===== config.mk =====
export PLATFORM = sky130hd
export DESIGN_NAME = icacheController
export DESIGN_NICKNAME = d
export VERILOG_FILES = /design/src/verilog/cacheLinePkg.sv /design/src/verilog/fetchBusPkg.sv /design/src/verilog/icacheController.sv
export VERILOG_INCLUDE_DIRS = /design/src /design/src/verilog
export SDC_FILE = /design/constraint.sdc
export NUM_CORES = 1
export LEC_CHECK = 0
export BUFFER_PORTS_ARGS = -buffer_cell sky130_fd_sc_hd__buf_4
export CORE_MARGIN = 2
export CORE_UTILIZATION = 31
export CTS_CLUSTER_DIAMETER = 50
export DETAILED_ROUTE_END_ITERATION = 8
export PLACE_DENSITY = 0.85
export SLEW_MARGIN = 15
export SYNTH_ARGS = -nofsm -noshare
export SYNTH_HDL_FRONTEND = slang
export SYNTH_SLANG_ARGS = --single-unit

===== constraint.sdc =====
create_clock -name clk -period 3.6 [get_ports clk]
set_clock_uncertainty 0.05 [all_clocks]
set_input_delay 0.36 -clock clk [delete_from_list [all_inputs] [get_ports clk]]
set_output_delay 0.36 -clock clk [all_outputs]
set_load 0.05 [all_outputs]

===== src/verilog/icache_params.svh =====
// Width and geometry defines for the instruction cache
// Address split is tag, set, word offset, byte offset

`ifndef ICACHE_PARAMS_SVH
`define ICACHE_PARAMS_SVH

// Instruction and bus word width
`define WORD_BITS 32

// Physical byte address width
`define ADDR_BITS 32

// 16 sets
`define SET_BITS 4

// Four words per line
`define OFFSET_BITS 2

// Whatever is left above set, word offset and byte offset
`define TAG_BITS (`ADDR_BITS - `SET_BITS - `OFFSET_BITS - 2)

`endif


===== src/verilog/cacheLinePkg.sv =====
// Address field types and the tag entry type of the cache line

`include "icache_params.svh"

package cacheLinePkg;

  // Upper address bits kept in the tag array
  typedef logic [`TAG_BITS-1:0] tagT;

  // Set index
  typedef logic [`SET_BITS-1:0] setT;

  // Word position within a line
  typedef logic [`OFFSET_BITS-1:0] wordOffT;

  // One tag array entry, valid flag on top
  typedef struct packed {
    logic valid;
    tagT  tag;
  } tagEntryT;

endpackage


===== src/verilog/fetchBusPkg.sv =====
// Word and address types shared by the fetch port and the memory bus

`include "icache_params.svh"

package fetchBusPkg;

  // Instruction or bus data word
  typedef logic [`WORD_BITS-1:0] wordT;

  // Physical byte address
  typedef logic [`ADDR_BITS-1:0] addrT;

endpackage


===== src/verilog/icacheController.sv =====
// Refill FSM of the instruction cache with beat counter and way choice
// Drives stall, bus request and address, and the array write controls

`include "icache_params.svh"

module icacheController
  import cacheLinePkg::*;
  import fetchBusPkg::*;
(
  input  logic    clk,
  input  logic    reset,
  input  logic    enable,
  input  logic    paReady,
  input  logic    busReady,
  input  addrT    fetchAddr,
  input  logic    way1Hit,
  input  logic    way2Hit,
  input  logic    way1Valid,
  input  logic    way2Valid,
  input  logic    currLru,
  output logic    iStall,
  output logic    busRequest,
  output addrT    busAddr,
  output wordOffT wordOffsetSel,
  output logic    way1WriteEnable,
  output logic    way2WriteEnable,
  output logic    tagWrite,
  output logic    waySel,
  output logic    lruTouch
);

  typedef enum logic [1:0] {READY, MEMREAD, NEXTINSTR} stateT;

  stateT   state;
  stateT   nextState;
  tagT     addrTag;
  setT     addrSet;
  wordOffT addrOff;
  wordOffT beatCount;
  wordOffT lineOffset;
  logic    hit;
  logic    missActive;
  logic    beat;
  logic    lastBeat;
  logic    clearCount;
  logic    fillWay1;
  logic    useWay1;

  assign addrTag = fetchAddr[`ADDR_BITS-1 -: `TAG_BITS];
  assign addrSet = fetchAddr[`OFFSET_BITS+2 +: `SET_BITS];
  assign addrOff = fetchAddr[2 +: `OFFSET_BITS];

  assign hit = (way1Hit | way2Hit) & paReady;

  // Miss in progress while the fetch address is valid
  assign missActive = paReady & ((state == MEMREAD) | ((state == READY) & ~hit));

  assign beat = missActive & busReady;
  // A disabled fetch needs just the one word
  assign lastBeat = beat & ((&beatCount) | ~enable);

  always_ff @(posedge clk, posedge reset) begin
    if (reset) begin
      state <= READY;
    end else begin
      state <= nextState;
    end
  end

  always_comb begin
    nextState = state;
    case (state)
      READY: begin
        if (paReady & ~hit) begin
          nextState = lastBeat ? NEXTINSTR : MEMREAD;
        end
      end
      MEMREAD: begin
        if (lastBeat) begin
          nextState = NEXTINSTR;
        end
      end
      NEXTINSTR: nextState = READY;
      default:   nextState = READY;
    endcase
  end

  assign iStall = missActive;
  assign busRequest = missActive;

  // Counter restarts once the fetch is served
  assign clearCount = ((state == READY) & hit) | (state == NEXTINSTR);

  always_ff @(posedge clk, posedge reset) begin
    if (reset) begin
      beatCount <= '0;
    end else if (clearCount) begin
      beatCount <= '0;
    end else if (beat) begin
      beatCount <= beatCount + 1'b1;
    end
  end

  // Enabled refills walk the line from word 0
  assign lineOffset = enable ? beatCount : addrOff;
  assign wordOffsetSel = clearCount ? addrOff : lineOffset;

  assign busAddr = {addrTag, addrSet, lineOffset, 2'b00};

  // An invalid way is filled before the LRU way
  assign fillWay1 = (~way1Valid & way2Valid) | currLru;
  assign useWay1 = ~enable | fillWay1;

  assign way1WriteEnable = beat & useWay1;
  assign way2WriteEnable = beat & ~useWay1;
  assign tagWrite = beat & enable & (&beatCount);

  // Freshly filled way hits again in NEXTINSTR
  assign waySel = ~enable | way1Hit;

  assign lruTouch = enable & (((state == READY) & hit) | (state == NEXTINSTR));

  // The line being refilled never hits before its tag is written
  noRequestOnHit: assert property (@(posedge clk) disable iff (reset)
    busRequest |-> !(way1Hit || way2Hit));

  // Final beat comes after the first one, and the written tag then hits
  tagWriteHits: assert property (@(posedge clk) disable iff (reset)
    tagWrite |-> (state == MEMREAD) ##1 ((state == NEXTINSTR) && (way1Hit || way2Hit)));

endmodule


==> impl_metrics.toml, run 1 <==
[status]
status = "completed"

[synth]
netlist_area_um2 = 566
synth_seq_area_share = 0.177
synth_warnings = 0
syn-mean-instance-area_um2 = 8.20
synth_cells = 69
ys_ff_latch = 4
yosysUniqueCellTypes = 22

[global_route]
grt_pass1_vias = 352
grt_antenna_before_repair = 0
grt_usage = 0.0929
busiest_layer = "met4"
grt_use_met3 = 0.0314
gr-usage-met1 = 0.0706
overflow = 0
grt_pass1_wl_um = 1350
met2_usage = 0.142
grt_max_degree = 8

[placed_design]
portBuffers = 22
gp_congestion = 0.663

[routing]
firstDrtPassIters = 2
antenna_left = 0
drt-initial-drc-count = 5
wl_um = 993
via_count = 386
routed_wire_length_per_instance_um = 11.0
drc = 0
routed_via_density = 4.29

[floorplanning]
die_h_um = 46.7
die_area_um2 = 2180
io_pins = 83
start_util = 0.328
rows = 15
die_w_um = 46.7
core_um2 = 1730

[setup_path]
cp-end-kind = "output port"
start_kind = "register"
arrival_ns = 1.45
path_max_fanout = 5
cp.required_ns = 3.19
critical_path_class = "reg2out"

[timing]
fin_tns_setup_ns = 0
layout_worst_path_cycle_share = 0.516
rsz0062_at_grt = "no"
max_freq_mhz = 538
layout_min_cycle_time_ns = 1.86
finalMaxSlewViolations = 0
finalHoldViolCount = 0
whs_ns = 0.412
finalSetupViolCount = 0

[layout]
multiInputGateArea_um2 = 229
regArea_um2 = 100
nFillCells = 192
area_growth_pct = 0
antenna_cells = 0
nNetsFinal = 110
drive_gt1_frac = 0.477

[clock_tree]
post-cts-setup-buffer-count = 0
cts_inserted_buffers = 3
htreeDepth = 1
clkSlewWorstSetupHoldPaths_ns = 0.04
cts_buffer_depth = 2
cts_tree = "done"
clock_latency_ns = 0.24
root_buffer = "clkbuf_4"
cts_sinks = 4

[power]
max-vdd-ir-drop_mv = 0.177
power.static_leakage_nw = 0.280
power.density_nw_per_um2 = 494

[min_path]
min_path_type = "in2reg"

[flow_run]
cap_viol_max_count = 0
-- placed cells by master (no fill, tap or decap) --
| cell type | synthesis | final |
|---|---|---|
| conb_1 | 1 | 2 |
| and2_1 | 2 | 2 |
| and3b_1 | 1 | 1 |
| mux2_2 | 4 | 4 |
| nand3_1 | 1 | 1 |
| buf_4 | 31 | 22 |
| dlygate4sd3_1 | 0 | 1 |
| nor2b_1 | 2 | 2 |
| or3_1 | 1 | 1 |
| o21bai_1 | 1 | 1 |
| nor3b_1 | 1 | 1 |
| and3_1 | 2 | 2 |
| o21ba_4 | 1 | 1 |
| o21ai_0 | 3 | 3 |
| a21oi_2 | 1 | 1 |
| nand3b_1 | 1 | 1 |
| clkbuf_4 | 0 | 3 |
| a21oi_1 | 3 | 3 |
| nor2_1 | 2 | 2 |
| nand2b_1 | 1 | 1 |
| dfrtp_1 | 4 | 4 |
| ha_1 | 1 | 1 |
| nor3_1 | 3 | 3 |
| inv_1 | 2 | 2 |
-- cells in the mapped netlist --
| master | number | area, um^2 |
|---|---|---|
| a21oi_1 | 3 | 15.0 |
| a21oi_2 | 1 | 8.76 |
| and2_1 | 2 | 12.5 |
| and3_1 | 2 | 12.5 |
| and3b_1 | 1 | 8.76 |
| buf_4 | 31 | 233 |
| conb_1 | 1 | 3.75 |
| dfrtp_1 | 4 | 100 |
| ha_1 | 1 | 12.5 |
| inv_1 | 2 | 7.51 |
| mux2_2 | 4 | 45.0 |
| nand2b_1 | 1 | 6.26 |
| nand3_1 | 1 | 5.00 |
| nand3b_1 | 1 | 7.51 |
| nor2_1 | 2 | 7.51 |
| nor2b_1 | 2 | 12.5 |
| nor3_1 | 3 | 15.0 |
| nor3b_1 | 1 | 7.51 |
| o21ai_0 | 3 | 15.0 |
| o21ba_4 | 1 | 16.3 |
| o21bai_1 | 1 | 7.51 |
| or3_1 | 1 | 6.26 |
-- where the power goes --
| part | switching (W) | internal [W] | total (W) |
|---|---|---|---|
| clock network | 0.0000190 | 0.0000373 | 0.0000564 |
| logic | 0.0000988 | 0.0000595 | 0.000158 |
| registers | 0.00000930 | 0.0000556 | 0.0000649 |
-- sequential cells by signal, summed over array words and instances (netlist names) --
register,cells
state,2
beatCount,2
-- worst paths after layout --
check | start | end | slack, ns | cells past startpoint
min reg2reg | state[1]$_DFFE_PP0P_ | state[0]$_DFFE_PP0P_ | 0.42 | 1
max in group asynchronous | reset | beatCount[1]$_DFFE_PP0P_ | 2.85 | 3
min | paReady | state[0]$_DFFE_PP0P_ | 0.41 | 3
max | state[1]$_DFFE_PP0P_ | wordOffsetSel[1] | 1.74 | 4
max reg2reg | state[1]$_DFFE_PP0P_ | beatCount[0]$_DFFE_PP0P_ | 2.34 | 3
min in group asynchronous | reset | state[0]$_DFFE_PP0P_ | 0.50 | 3
-- metal layers --
layer,vias up,part of all wire
li1,188,-
met1,162,0.30
met2,19,0.47
met3,17,0.15
met4,0,0.088
met5,-,0
-- timing repair --
item | in CTS | in global routing
hold buffers | 1 | 0
hold endpoints to repair | 4 | 0
gates resized for setup | 0 | 0
-- final cells by class --
class                           instances  area share
Inverter                                2      0.0133
Sequential cell                         4       0.177
Clock buffer                            3      0.0398
Multi-Input combinational cell         33       0.405
Timing Repair Buffer                   23       0.310
Tap cell                               25      0.0553
-- worst max-delay path, cell delays in order, from the launching register on --
cell	delay [ns]
dfrtp_1	0.36
inv_1	0.07
a21oi_2	0.23
mux2_2	0.36
buf_4	0.19
-- stage by stage --
step / std cells / utilization / setup WS (ns) / area (um^2) / total power, W
floorplan: 70 / - / 1.48 / 569 / 0.000266
global placement: 86 / 0.309 / 1.83 / 533 / 0.000221
detailed placement: 86 / 0.309 / 1.81 / 533 / 0.000225
global route: 90 / 0.328 / 1.66 / 566 / 0.000294
finish: 90 / 0.328 / 1.74 / 566 / 0.000280
CTS: 90 / 0.328 / 1.73 / 566 / 0.000284
-- cell families after synthesis --
| logic type | Yosys count | share of synthesized area |
|---|---|---|
| buffers and inverters | 33 | 0.425 |
| and+or+nand+nor | 17 | 0.179 |
| AOI/OAI and AO/OA | 9 | 0.111 |
| muxes | 4 | 0.0796 |
| DFF | 4 | 0.177 |
| adders and majority gates | 1 | 0.0221 |
| other | 1 | 0.00663 |
Note: power is estimated with default switching activity, not from simulation.
==> run 2, diff against run 1 <==
- CORE_UTILIZATION: 31 -> 29
- PLACE_DENSITY: 0.85 -> 0.8
- clock period: 3.6 -> 1.8 ns (I/O delays scaled with it)
==> run 2 against run 1 <==
  * Flip-flop and latch count did not move
  * Register-to-register slack got worse by 1.8 ns
  * Combinational power rose by 100%
  * Highest routed layer unchanged
  * Die area rose by 6.3%
  * Worst hold slack got worse by 0.17 ns
  * Sequential share of layout area fell by 0.16 points
  * First-iteration DRC count fell by 20%
==> impl_metrics.toml, run 2 (synthesis gave the netlist of run 1 again) <==
[status]
status = "completed"

[clock_tree]
cts_resized = 0
cts_buffer_depth = 2
cts_inserted_buffers = 3
clock_latency_ns = 0.23
cts_sinks = 4
htreeDepth = 1
cts_tree = "done"
clkSlewWorstSetupHoldPaths_ns = 0.04
root_buffer = "clkbuf_4"

[routing]
routed_wire_length_per_instance_um = 11.3
firstDrtPassIters = 3
routed_via_density = 4.48
antenna_left = 0
drc = 0
wl_um = 1020
drt-initial-drc-count = 4
via_count = 403

[timing]
max_freq_mhz = 593
rsz0062_at_grt = "no"
finalMaxSlewViolations = 0
fin_tns_setup_ns = 0
finalHoldViolCount = 0
layout_worst_path_cycle_share = 0.936
layout_min_cycle_time_ns = 1.68
finalSetupViolCount = 0

[setup_path]
start_kind = "register"
cp_slowest_stage_delay_ns = 0.36
cp-end-kind = "output port"
cp_slowest_cell = "dfrtp_1"
path_buf_inv = 2
path_cells = "inv_1 -> a21oi_2 -> mux2_2 -> buf_4"
cp.required_ns = 1.57
path_delay_family = "flip-flops"
path_max_fanout = 5
critical_path_class = "reg2out"
arrival_ns = 1.45

[global_route]
busiest_layer = "met2"
grt_usage = 0.0877
gr-usage-met1 = 0.0759
grt_antenna_before_repair = 0
grt_use_met3 = 0.0222
grt_max_degree = 8
grt_pass1_wl_um = 1390
grt_pass1_vias = 354
met2_usage = 0.166
overflow = 0

[layout]
nNetsFinal = 110
layout_commonest_cell = "buf_4"
drive_gt1_frac = 0.492
reg_top3 = "beatCount (2), state (2)"
final_util = 0.320
final_cell_mix = "buf_4, mux2_2, dfrtp_1"
area_growth_pct = 0.885
antenna_cells = 0

[min_path]
min_path_type = "in2reg"

[power]
max-vdd-ir-drop_mv = 0.471
power.static_leakage_nw = 0.281
power.density_nw_per_um2 = 982

[floorplanning]
die_h_um = 48.2
die_w_um = 48.2
die_area_um2 = 2320
io_pins = 83
start_util = 0.317
rows = 15
core_um2 = 1780

[placed_design]
dp_hpwl_um = 905
gp_congestion = 0.688
portBuffers = 22

[flow_run]
cap_viol_max_count = 0
run 2: timing repair:
action,CTS,global route
hold endpoints to repair,4,0
hold buffers,1,0
setup buffers,0,0
run 2: worst paths after layout:
| path | slack, ns | start | cells after the start | to |
|---|---|---|---|---|
| max | 0.12 | state[1]$_DFFE_PP0P_ | 4 | wordOffsetSel[0] |
| min | 0.24 | paReady | 3 | state[0]$_DFFE_PP0P_ |
| max reg2reg | 0.50 | state[1]$_DFFE_PP0P_ | 3 | beatCount[0]$_DFFE_PP0P_ |
| min reg2reg | 0.42 | state[1]$_DFFE_PP0P_ | 1 | state[0]$_DFFE_PP0P_ |
| max in group asynchronous | 1.21 | reset | 3 | beatCount[0]$_DFFE_PP0P_ |
| min in group asynchronous | 0.33 | reset | 3 | state[1]$_DFFE_PP0P_ |
run 2: worst register-to-register path, cell delays in order, from the launching register on:
cell,delay (ns)
dfrtp_1,0.39
nand3b_1,0.27
or3_1,0.35
a21oi_1,0.16
run 2: layer usage:
layer,routed length (um),part of all wire,vias to the layer above
li1,-,-,187
met1,289,0.28,180
met2,627,0.62,32
met3,83,0.082,4
met4,16,0.016,0
met5,0,0,-
run 2: final cells by class:
type                            count  area, um^2
Tap cell                           25        31.3
Sequential cell                     4         100
Clock buffer                        3        22.5
Timing Repair Buffer               23         175
Fill cell                         193        1210
Multi-Input combinational cell     33         234
Inverter                            2        7.51
run 2: where the power goes:
group          switching (W)  internal (W)  total [W]
Sequential         0.0000189      0.000111   0.000130
Combinational       0.000200      0.000120   0.000320
Clock              0.0000358     0.0000745   0.000110
Total               0.000255      0.000306   0.000560
run 2: stage by stage:
stage	total power [W]	hold slack, ns	cells	setup WS, ns	cell area [um^2]
2_1_floorplan	0.000534	-0.104	70	0.279	574
3_3_place_gp	0.000445	0.0241	86	0.384	538
3_5_place_dp	0.000452	0.0312	86	0.364	538
4_1_cts	0.000570	0.240	90	0.106	571
5_1_grt	0.000596	0.283	90	0.0410	571
6_report	0.000560	0.241	90	0.115	571
